## src/logic/hilo_pkg.sv

```systemverilog
package hilo_pkg;

    localparam int word_w    = 32;               // Data path width
    localparam int div_steps = 32;               // One quotient bit per step

    typedef logic [word_w-1:0] word_t;

    // Operations accepted on the issue port
    typedef enum logic [2:0] {
        op_nop   = 3'd0,
        op_mult  = 3'd1,                          // Signed 32x32
        op_multu = 3'd2,                          // Unsigned 32x32
        op_divu  = 3'd3,                          // Unsigned, multicycle
        op_mthi  = 3'd4,
        op_mtlo  = 3'd5,
        op_mfhi  = 3'd6,
        op_mflo  = 3'd7
    } hilo_op_e;

    // Divider FSM
    typedef enum logic [1:0] {
        div_idle = 2'd0,
        div_run  = 2'd1,                          // Shift-subtract steps
        div_done = 2'd2                           // Result valid for one cycle
    } div_state_e;

    // Pending HI/LO write of one pipeline stage
    typedef struct packed {
        logic  hi_we;
        logic  lo_we;
        word_t hi;
        word_t lo;
    } hilo_wr_t;

    // One issued operation
    typedef struct packed {
        logic     valid;
        hilo_op_e op;
        word_t    rs;                             // Dividend / multiplicand / move source
        word_t    rt;                             // Divisor / multiplier
    } issue_t;

endpackage
```

## src/logic/hilo_top.sv

```systemverilog
module hilo_top (
    input  logic             clk,
    input  logic             rst_n_i,
    input  hilo_pkg::issue_t issue_i,
    output logic             stall_o,
    output logic             rd_valid_o,
    output hilo_pkg::word_t  rd_data_o
);
    import hilo_pkg::*;

    hilo_wr_t ex_wr;
    hilo_wr_t mem_wr;
    hilo_wr_t wb_wr;
    word_t    hi_fwd;
    word_t    lo_fwd;
    word_t    div_q;
    word_t    div_r;
    logic     div_load;
    logic     div_step;
    logic     div_last;
    logic     div_done;

    hilo_ex_stage u_ex (
        .clk        (clk),
        .rst_n_i    (rst_n_i),
        .issue_i    (issue_i),
        .stall_i    (stall_o),
        .div_done_i (div_done),
        .div_q_i    (div_q),
        .div_r_i    (div_r),
        .hi_fwd_i   (hi_fwd),
        .lo_fwd_i   (lo_fwd),
        .ex_wr_o    (ex_wr),
        .rd_valid_o (rd_valid_o),
        .rd_data_o  (rd_data_o)
    );

    div_ctrl u_div_ctrl (
        .clk     (clk),
        .rst_n_i (rst_n_i),
        .issue_i (issue_i),
        .last_i  (div_last),
        .load_o  (div_load),
        .step_o  (div_step),
        .done_o  (div_done),
        .stall_o (stall_o)
    );

    div_count u_div_count (
        .clk     (clk),
        .rst_n_i (rst_n_i),
        .load_i  (div_load),
        .step_i  (div_step),
        .last_o  (div_last)
    );

    // Operands sampled on load, rs over rt
    div_datapath u_div_dp (
        .clk        (clk),
        .rst_n_i    (rst_n_i),
        .load_i     (div_load),
        .step_i     (div_step),
        .dividend_i (issue_i.rs),
        .divisor_i  (issue_i.rt),
        .quot_o     (div_q),
        .rem_o      (div_r)
    );

    hilo_pipe u_pipe (
        .clk      (clk),
        .rst_n_i  (rst_n_i),
        .ex_wr_i  (ex_wr),
        .mem_wr_o (mem_wr),
        .wb_wr_o  (wb_wr)
    );

    hilo_regs u_regs (
        .clk      (clk),
        .rst_n_i  (rst_n_i),
        .mem_wr_i (mem_wr),
        .wb_wr_i  (wb_wr),
        .hi_o     (hi_fwd),
        .lo_o     (lo_fwd)
    );

endmodule

```

## src/logic/hilo_pipe.sv

```systemverilog
module hilo_pipe (
    input  logic               clk,
    input  logic               rst_n_i,
    input  hilo_pkg::hilo_wr_t ex_wr_i,
    output hilo_pkg::hilo_wr_t mem_wr_o,
    output hilo_pkg::hilo_wr_t wb_wr_o
);
    import hilo_pkg::*;

    hilo_wr_t mem_q;                              // EX to MEM
    hilo_wr_t wb_q;                               // MEM to WB

    always_ff @(posedge clk) begin
        if (!rst_n_i) begin
            mem_q.hi_we <= 1'b0;                  // No pending write in MEM
            mem_q.lo_we <= 1'b0;
            wb_q.hi_we  <= 1'b0;
            wb_q.lo_we  <= 1'b0;
        end else begin
            mem_q <= ex_wr_i;                     // Empty entry on stall
            wb_q  <= mem_q;
        end
    end

    assign mem_wr_o = mem_q;
    assign wb_wr_o  = wb_q;

endmodule

```

## src/logic/hilo_ex_stage.sv

```systemverilog
module hilo_ex_stage (
    input  logic               clk,
    input  logic               rst_n_i,
    input  hilo_pkg::issue_t   issue_i,
    input  logic               stall_i,           // Divider busy
    input  logic               div_done_i,
    input  hilo_pkg::word_t    div_q_i,
    input  hilo_pkg::word_t    div_r_i,
    input  hilo_pkg::word_t    hi_fwd_i,          // Forwarded HI
    input  hilo_pkg::word_t    lo_fwd_i,          // Forwarded LO
    output hilo_pkg::hilo_wr_t ex_wr_o,
    output logic               rd_valid_o,
    output hilo_pkg::word_t    rd_data_o
);
    import hilo_pkg::*;

    logic               op_ok;                    // Accepted this cycle
    logic               sgn;
    logic signed [32:0] mul_a;
    logic signed [32:0] mul_b;
    logic signed [65:0] prod;                     // Low 64 bits are the result
    word_t              hi_src;
    word_t              lo_src;

    assign op_ok = issue_i.valid && !stall_i;
    assign sgn   = (issue_i.op == op_mult);

    // One 33x33 signed multiplier serves both mult and multu
    assign mul_a = {sgn & issue_i.rs[word_w-1], issue_i.rs};
    assign mul_b = {sgn & issue_i.rt[word_w-1], issue_i.rt};
    assign prod  = mul_a * mul_b;

    // Divide result merges with the op issued alongside it
    always_comb begin
        ex_wr_o = '0;
        if (div_done_i) begin
            ex_wr_o = '{hi_we: 1'b1, lo_we: 1'b1, hi: div_r_i, lo: div_q_i};
        end
        if (op_ok) begin
            case (issue_i.op)
                op_mult, op_multu: begin
                    ex_wr_o = '{hi_we: 1'b1, lo_we: 1'b1,
                                hi: prod[63:32], lo: prod[31:0]};
                end
                op_mthi: begin
                    ex_wr_o.hi_we = 1'b1;
                    ex_wr_o.hi    = issue_i.rs;
                end
                op_mtlo: begin
                    ex_wr_o.lo_we = 1'b1;
                    ex_wr_o.lo    = issue_i.rs;
                end
                default: ;                        // nop, divu, reads
            endcase
        end
    end

    // Finished divide is younger than anything in MEM
    assign hi_src = div_done_i ? div_r_i : hi_fwd_i;
    assign lo_src = div_done_i ? div_q_i : lo_fwd_i;

    always_ff @(posedge clk) begin
        if (!rst_n_i) begin
            rd_valid_o <= 1'b0;
        end else begin
            rd_valid_o <= op_ok && (issue_i.op == op_mfhi || issue_i.op == op_mflo);
        end
    end

    always_ff @(posedge clk) begin
        rd_data_o <= (issue_i.op == op_mfhi) ? hi_src : lo_src;
    end

endmodule

```

## src/logic/div_datapath.sv

```systemverilog
module div_datapath (
    input  logic            clk,
    input  logic            rst_n_i,
    input  logic            load_i,
    input  logic            step_i,
    input  hilo_pkg::word_t dividend_i,
    input  hilo_pkg::word_t divisor_i,
    output hilo_pkg::word_t quot_o,
    output hilo_pkg::word_t rem_o
);
    import hilo_pkg::*;

    word_t             rem_q;                     // Partial remainder
    word_t             quot_q;                    // Dividend bits shift out, quotient bits in
    word_t             dvsr_q;                    // Divisor held for the whole run
    logic [word_w:0]   shl;                       // Remainder with next dividend bit
    logic [word_w:0]   diff;                      // Trial subtraction

    assign shl  = {rem_q, quot_q[word_w-1]};
    assign diff = shl - {1'b0, dvsr_q};

    always_ff @(posedge clk) begin
        if (!rst_n_i) begin
            rem_q  <= '0;
            quot_q <= '0;
        end else if (load_i) begin
            rem_q  <= '0;
            quot_q <= dividend_i;
        end else if (step_i) begin
            if (!diff[word_w]) begin              // Non-negative, keep difference
                rem_q  <= diff[word_w-1:0];
                quot_q <= {quot_q[word_w-2:0], 1'b1};
            end else begin                        // Restore
                rem_q  <= shl[word_w-1:0];
                quot_q <= {quot_q[word_w-2:0], 1'b0};
            end
        end
    end

    // Divisor register
    always_ff @(posedge clk) begin
        if (load_i) begin
            dvsr_q <= divisor_i;                  // Zero divisor gives all-ones quotient
        end
    end

    assign quot_o = quot_q;
    assign rem_o  = rem_q;

endmodule

```

## src/logic/div_count.sv

```systemverilog
module div_count (
    input  logic clk,
    input  logic rst_n_i,
    input  logic load_i,                          // Start of a division
    input  logic step_i,                          // One iteration taken
    output logic last_o                           // Final iteration
);
    import hilo_pkg::*;

    logic [4:0] cnt_q;                            // Steps left minus one

    always_ff @(posedge clk) begin
        if (!rst_n_i) begin
            cnt_q <= '0;
        end else if (load_i) begin
            cnt_q <= 5'(div_steps - 1);           // 31 down to 0
        end else if (step_i) begin
            cnt_q <= cnt_q - 5'd1;                // Wraps after last, unused then
        end
    end

    assign last_o = step_i && (cnt_q == 5'd0);

endmodule

```

## src/logic/div_ctrl.sv

```systemverilog
module div_ctrl (
    input  logic             clk,
    input  logic             rst_n_i,
    input  hilo_pkg::issue_t issue_i,
    input  logic             last_i,              // Final step this cycle
    output logic             load_o,              // Capture operands
    output logic             step_o,              // One shift-subtract
    output logic             done_o,              // Quotient and remainder ready
    output logic             stall_o              // Hold the issue port
);
    import hilo_pkg::*;

    div_state_e state_q;
    div_state_e state_d;
    logic       start;

    assign start = issue_i.valid && (issue_i.op == op_divu);

    always_comb begin
        state_d = state_q;
        load_o  = 1'b0;
        step_o  = 1'b0;
        case (state_q)
            div_idle: begin
                if (start) begin
                    load_o  = 1'b1;
                    state_d = div_run;
                end
            end
            div_run: begin
                step_o = 1'b1;                    // Step every cycle
                if (last_i) begin
                    state_d = div_done;
                end
            end
            div_done: begin
                // Issue is open again, a new divide may start at once
                if (start) begin
                    load_o  = 1'b1;
                    state_d = div_run;
                end else begin
                    state_d = div_idle;
                end
            end
            default: state_d = div_idle;
        endcase
    end

    always_ff @(posedge clk) begin
        if (!rst_n_i) begin
            state_q <= div_idle;
        end else begin
            state_q <= state_d;
        end
    end

    assign done_o  = (state_q == div_done);
    assign stall_o = (state_q == div_run);        // Low in done, next op proceeds

endmodule

```

## src/logic/hilo_regs.sv

```systemverilog
module hilo_regs (
    input  logic               clk,
    input  logic               rst_n_i,
    input  hilo_pkg::hilo_wr_t mem_wr_i,          // Youngest pending write
    input  hilo_pkg::hilo_wr_t wb_wr_i,           // Oldest pending write
    output hilo_pkg::word_t    hi_o,
    output hilo_pkg::word_t    lo_o
);
    import hilo_pkg::*;

    word_t hi_q;                                  // Architectural HI
    word_t lo_q;                                  // Architectural LO

    // Commit at end of WB
    always_ff @(posedge clk) begin
        if (!rst_n_i) begin
            hi_q <= '0;
            lo_q <= '0;
        end else begin
            if (wb_wr_i.hi_we) begin
                hi_q <= wb_wr_i.hi;
            end
            if (wb_wr_i.lo_we) begin
                lo_q <= wb_wr_i.lo;
            end
        end
    end

    // HI read, MEM beats WB beats register
    always_comb begin
        if (mem_wr_i.hi_we) begin
            hi_o = mem_wr_i.hi;
        end else if (wb_wr_i.hi_we) begin
            hi_o = wb_wr_i.hi;                    // Written at next edge
        end else begin
            hi_o = hi_q;
        end
    end

    // LO read, same priority
    always_comb begin
        if (mem_wr_i.lo_we) begin
            lo_o = mem_wr_i.lo;
        end else if (wb_wr_i.lo_we) begin
            lo_o = wb_wr_i.lo;
        end else begin
            lo_o = lo_q;
        end
    end

endmodule

```

## config.mk

```make
export PLATFORM = sky130hd
export DESIGN_NAME = hilo_top
export DESIGN_NICKNAME = d
export VERILOG_FILES = /design/src/logic/hilo_pkg.sv /design/src/logic/hilo_top.sv /design/src/logic/hilo_pipe.sv /design/src/logic/hilo_ex_stage.sv /design/src/logic/div_datapath.sv /design/src/logic/div_count.sv /design/src/logic/div_ctrl.sv /design/src/logic/hilo_regs.sv
export SDC_FILE = /design/constraint.sdc
export NUM_CORES = 2
export LEC_CHECK = 0
export ABC_AREA = 1
export CAP_MARGIN = 20
export CORE_UTILIZATION = 55
export CTS_CLUSTER_SIZE = 8
export DETAILED_ROUTE_END_ITERATION = 8
export DONT_BUFFER_PORTS = 1
export HOLD_SLACK_MARGIN = 0.1
export PLACE_DENSITY = 0.71
export SLEW_MARGIN = 20
export SYNTH_ARGS = -nofsm -noshare
export SYNTH_HDL_FRONTEND = slang
export SYNTH_SLANG_ARGS = --single-unit
```

## constraint.sdc

```tcl
create_clock -name clk -period 8.7 [get_ports clk]
set_input_delay 1.305 -clock clk [delete_from_list [all_inputs] [get_ports clk]]
set_output_delay 1.305 -clock clk [all_outputs]
set_load 0.01 [all_outputs]
```

After elaboration in Yosys (flattened, before gate mapping)
Index checks and enable logic that the tools add are counted.
{"block": "word_totals", "reg_bits": 332, "latchBits": 0, "ram_bits": 0, "romBits": 0, "output_inout_bits": 34, "mem_count": 0}
{"block": "op_classes", "n_addsub": 2, "mul": 1, "div": 0, "magnitude_cmp": 0, "eq_ne": 11, "shift": 0, "n_mux": 26, "bitwise": 3, "reduce_logical": 15}
{"operator": "two-way mux 32 bit", "n": 10}
{"operator": "two-way mux 66 bit", "n": 2}
{"operator": "one-hot mux 32 bit (2 select lines)", "n": 2}
{"operator": "multiplier 33 x 33 -> 64 bit", "n": 1}
{"operator": "subtractor 33 x 32 -> 33 bit", "n": 1}
{"operator": "== test 3 bit (second input constant)", "n": 4}
{"operator": "two-way mux 5 bit", "n": 2}
{"operator": "two-way mux 1 bit", "n": 7}
{"operator": "== test 3 x 2 -> 1 bit (second input constant)", "n": 2}
{"operator": "one-hot mux 2 bit (3 select lines)", "n": 1}
{"operator": "OR reduction 2 bit", "n": 3}
{"operator": "OR reduction 3 bit", "n": 2}
{"operator": "logical NOT 5 bit", "n": 1}
{"operator": "subtractor 5 x 1 -> 5 bit (second input constant)", "n": 1}
{"operator": "logical AND 1 bit", "n": 4}
{"operator": "two-way mux 2 bit", "n": 2}
{"operator": "== test 3 x 1 -> 1 bit (second input constant)", "n": 1}
{"operator": "AND 1 bit", "n": 2}
{"operator": "== test 2 x 1 -> 1 bit (second input constant)", "n": 1}
{"operator": "== test 2 bit (second input constant)", "n": 1}
{"operator": "logical NOT 2 bit", "n": 1}
{"operator": "inequality test 2 x 1 -> 1 bit (second input constant)", "n": 1}
{"operator": "inequality test 2 bit (second input constant)", "n": 1}
{"operator": "AND reduction 2 bit", "n": 1}
{"operator": "4 further kinds", "n": 4}

Depth between registers and ports, before layout
{"block": "logic_depth", "ltp_word": 5, "ltp_mapped": 37}

Modules after synthesis
From an unflattened synthesis, not the netlist that was laid out.
{"block": "unflattened", "hier_cells": 7642, "area_unflattened_um2": 57985.6}
{"mod": "hilo_ex_stage", "instances": 1, "cells_each": 5676, "area_per_inst_um2": 43053.8}
{"mod": "div_datapath", "instances": 1, "cells_each": 1090, "area_per_inst_um2": 6797.8}
{"mod": "hilo_pipe", "instances": 1, "cells_each": 140, "area_per_inst_um2": 3953.8}
{"mod": "hilo_regs", "instances": 1, "cells_each": 679, "area_per_inst_um2": 3783.6}
{"mod": "div_count", "instances": 1, "cells_each": 39, "area_per_inst_um2": 267.8}
{"mod": "div_ctrl", "instances": 1, "cells_each": 18, "area_per_inst_um2": 128.9}

Worst setup path after synthesis
Ideal clock, no wire load.
{"block": "synth_timing", "path_kind": "input-to-reg", "from": "input port issue_i[65] (netlist name)", "to": "register u_pipe.mem_q, in the netlist u_pipe.mem_wr_o[63], data pin", "arrival_ns": 8.556, "required_time_ns": 8.447, "slack_ns": -0.109, "path_stages": 33, "n_path_buf": 2, "path_cell_list": "inv_1 > nand2_1 > nor2_1 > inv_2 > clkbuf_1 > buf_1 > nor2_1 > fa_1 > inv_1 > fa_1 > inv_1 > fa_1 > inv_1 > fa_1 > fa_1 > inv_1 > fa_1 > inv_1 > fa_1 > fa_1 > inv_1 > ha_1 > nand2_1 > nor2_1 > nand2_1 > nor4_1 > nand2_1 > nand3_1 > nand2_1 > nand3_1 > nand2_1 > nand2_1 > nand2_1"}
{"item": "start: declaration", "line_no": "hilo_top.sv:4", "text": "input hilo_pkg::issue_t issue_i,"}
{"item": "end signal: assignment", "line_no": "hilo_pipe.sv:20", "text": "mem_q <= ex_wr_i;"}
{"item": "end: declaration", "line_no": "hilo_pipe.sv:10", "text": "hilo_wr_t mem_q;"}

==> out/results.env <==
CTS_HOLD_BUFFERS=0
YOSYS_WARNINGS=0
CLK_LATENCY_PS=580
CLOCK_SKEW_PS=38.4
DIE_WIDTH_UM=321
CLOCK_SINKS=332
START_KIND='input port'
FIRSTDRTPASSITERS=6
TRITONCTS.NUM_BUFFERS=47
DRTANTENNAVIOLNETS=0
WL_UM=184000
INITIALDRTVIOLATIONCOUNT=4720
AREA_TAKEN_BY_MULTI_INPUT_LOGIC_GATES_UM2=39900
PLACED_CELL_AREA_UM2=58300
DETAILED_PLACE_HPWL_UM=140000
TIMING_HOLD_VIOLATIONS_FINAL=0
SYN_AVG_CELL_AREA_UM2=7.96
GRT_SETUP_UNREPAIRED='no'
SYNTH_SEQ_AREA_SHARE_PCT=14.7
POST-ROUTE-DRC-COUNT=0
HOLD_PATH_DEPTH=2
YOSYSTOPAREACELLSHARE_PCT=40.2
FINAL.FILL_COUNT=9136
CLOCKROOTBUFFER='clkbuf_16'
SEQ_AREA_UM2=8250
WORST_R2R_STARTPOINT='u_div_dp.quot_o[31]'
FMAX_MHz=120
DR_TOTAL_VIAS=46685
DESIGN_AREA_UM2=59700
CTS.REPAIR.RESIZED=1
AREA_GROWTH_PCT=6.35
LAYOUT-DRIVE-GT1-SHARE_PCT=4.69
H-TREE-DEPTH=2
TIMING.HOLD.WORST.CLASS='reg2reg'
CP.ARRIVAL_PS=8640
MOST_USED_CELLS_IN_THE_LAYOUT_EXCLUDING_FILL_AND_TAP_CELLS='nand2_1 (1,936), inv_1 (1,776), fa_1 (1,123)'
POST_SYN_INSTANCES=7049
CRITPATHCAPTURETYPE='register'
TIGHTESTPINTRANSITION_PS=1090
IO-PIN-COUNT=104
OUTCOME='finished, final reports clean'
FIN_SETUP_TNS_PS=0
ROUTED_VIA_DENSITY=5.56
CRITICAL_PATH.REG2REG.ENDPOINT='u_div_dp.rem_o[25]'
CTS_SETUP_BUFFERS=0
YOSYS-TOP-CELLS-AREA='fa_1 (40%), nand2_1 (13%), inv_1 (12%)'
SETUP_VIOL=0
ASYNC_RESET_FF_SHARE_PCT=0
CLK_TRANSITION_REPORTED_PATHS_PS=50
TRITONCTS='built'
CRITICAL_PATH.MOST_COMMON_CELL='nand2_1'
FULL_DIE_AREA_UM2=103000
LAYOUT_COMMONEST_CELL='nand2_1'
TIMING.HOLD.WORST_ENDPOINT='u_pipe.wb_wr_o[64]'
GLOBALROUTE.TOTALOVERFLOW=0
FIRST_GLOBAL_VIAS=48675
SYNTHESIS.NETS=8491
DRV.MAX_CAP_VIOLATION_COUNT=0
POST_DRT_WL_PER_CELL_UM=22.0
TIMING.CRITICAL_PATH.SLOWEST_STAGE_CELL='fa_1'
SYNTH_FF_TYPE='dfxtp_1'
SYNTH_CELL_TYPE_COUNT=51
START_UTIL_PCT=55.8
MAXSLEWHEADROOM_PCT=27.3
WORST-R2R-CELL-COUNT=17
REPORT.FINAL.SLEW_VIOL_COUNT=0
YS_SEQ_ELEMENTS=332
LARGEST_NET_DEGREE_AT_THE_START_OF_GLOBAL_ROUTING=135
I_O_BUFFERS=0
POST-ROUTE-UTIL_PCT=59.4
SYNTH_ENABLE_FLOP_CELLS=160
PATH_MAX_FANOUT=15
CRITPATHREQUIREDTIME_PS=9020
GP_CONGESTION=1.02
FINAL_PERIOD_MINUS_WORST_SETUP_SLACK_PS=8310
RRSETUPSLACK_PS=5220
PLACEABLECOREAREA_UM2=101000
FLOORPLAN.DIE.HEIGHT_UM=321
ROWS=116
WIRE_LENGTH_OF_THE_FIRST_GLOBAL_ROUTING_PASS_UM=286000
FINALNETCOUNT=8433
TIMING.HOLD.WORST.START='u_pipe.mem_wr_o[64]'
NUMBER_OF_ANTENNA_VIOLATIONS_AT_THE_FIRST_CHECK_IN_GLOBAL_ROUTING=12
CRITICAL_PATH_CLASS='in2reg'
GRT_UTIL_ALL_LAYERS_PCT=36.6
SYNTHDOMINANTAREACELLTYPE='fa_1'
WORST_PATH_LARGEST_CELL_DELAY_PS=640
SHARE_OF_THE_CYCLE_NEEDED_BY_THE_CRITICAL_PATH_AFTER_ROUTING_PCT=95.5
NETLIST_AREA_BEFORE_PLACEMENT_UM2=56100
CTSLONGESTPATHBUFFERS=3
==> per-stage QoR <==
| step | std cells | hold WS (ps) | setup slack (ps) |
|---|---|---|---|
| 2_1_floorplan | 7049 | 419 | 2.95 |
| 3_3_place_gp | 8299 | 418 | -551 |
| 3_5_place_dp | 8299 | 429 | -686 |
| 4_1_cts | 8386 | 431 | 52.6 |
| 5_1_grt | 8386 | 440 | 36.3 |
| 6_report | 8391 | 432 | 387 |
==> Yosys cell counts (all sizes together), types with 7 or more instances <==
library cell and number:
a21o 8, a21oi 224, a221oi 7, a31oi 20, buf 33, clkbuf 300, dfxtp 172, edfxtp 160
fa 1126, ha 246, inv 1788, mux2i 64, nand2 1946, nand3 170, nand3b 14, nand4 27
nor2 355, nor3 22, nor4 7, o211ai 53, o21ai 192, o21bai 37, o22ai 19, or2 7
xnor2 18, xor2 11
==> cell families after synthesis <==
kind of cell	share of synthesized area (%)
XOR/XNOR	0.452
AND/OR/NAND/NOR	17.9
buffers and inverters	14.3
multiplexers	1.14
AO/OA/AOI/OAI	5.86
adder cells (fa/ha/maj)	45.6
flip-flops	14.7
==> metal layers <==
layer | global-route usage [%] | part of all wire, % | up-vias
li1 | - | - | 20498
met1 | 48.5 | 39 | 23377
met2 | 60.7 | 48 | 2422
met3 | 5.45 | 9.3 | 388
met4 | 14.6 | 4.4 | 0
met5 | 0 | 0 | -
==> registers in the layout (all words and copies together) (netlist names) <==
signal,cells
u_div_dp.quot_o,32
u_pipe.wb_wr_o,66
u_ex.rd_valid_o,1
u_div_dp.dvsr_q,32
u_regs.lo_q,32
u_ex.rd_data_o,32
u_regs.hi_q,32
u_div_count.cnt_q,5
u_pipe.mem_wr_o,66
u_div_dp.rem_o,32
u_div_ctrl.state_q,2
==> worst max path at each step <==
stage                            from                  end  cells past startpoint
final                     issue_i[65]  u_pipe.mem_wr_o[56]                     34
after global placement    issue_i[65]  u_pipe.mem_wr_o[56]                     34
after CTS                 issue_i[65]  u_pipe.mem_wr_o[56]                     34
after floorplan           issue_i[65]  u_pipe.mem_wr_o[63]                     33
after global routing      issue_i[65]  u_pipe.mem_wr_o[58]                     33
after detailed placement  issue_i[65]  u_pipe.mem_wr_o[56]                     34
==> critical path, delay by kind of cell <==
kind | cells | cell delay (ps)
and+or+nand+nor | 15 | 1770
buffers and inverters | 10 | 1020
adders and majority gates | 9 | 4500
==> cell type report <==
class                           count  share of cell area, %
Clock buffer                       83                   2.20
Tap cell                         1357                   2.84
Timing Repair Buffer              226                   2.86
Antenna cell                        5                 0.0210
Multi-Input combinational cell   4596                   66.9
Sequential cell                   332                   13.8
Clock inverter                      4                  0.119
Inverter                         1788                   11.3
Power is not shown: default switching activity piles up to over one toggle a cycle in this logic, so the estimate is an artifact.
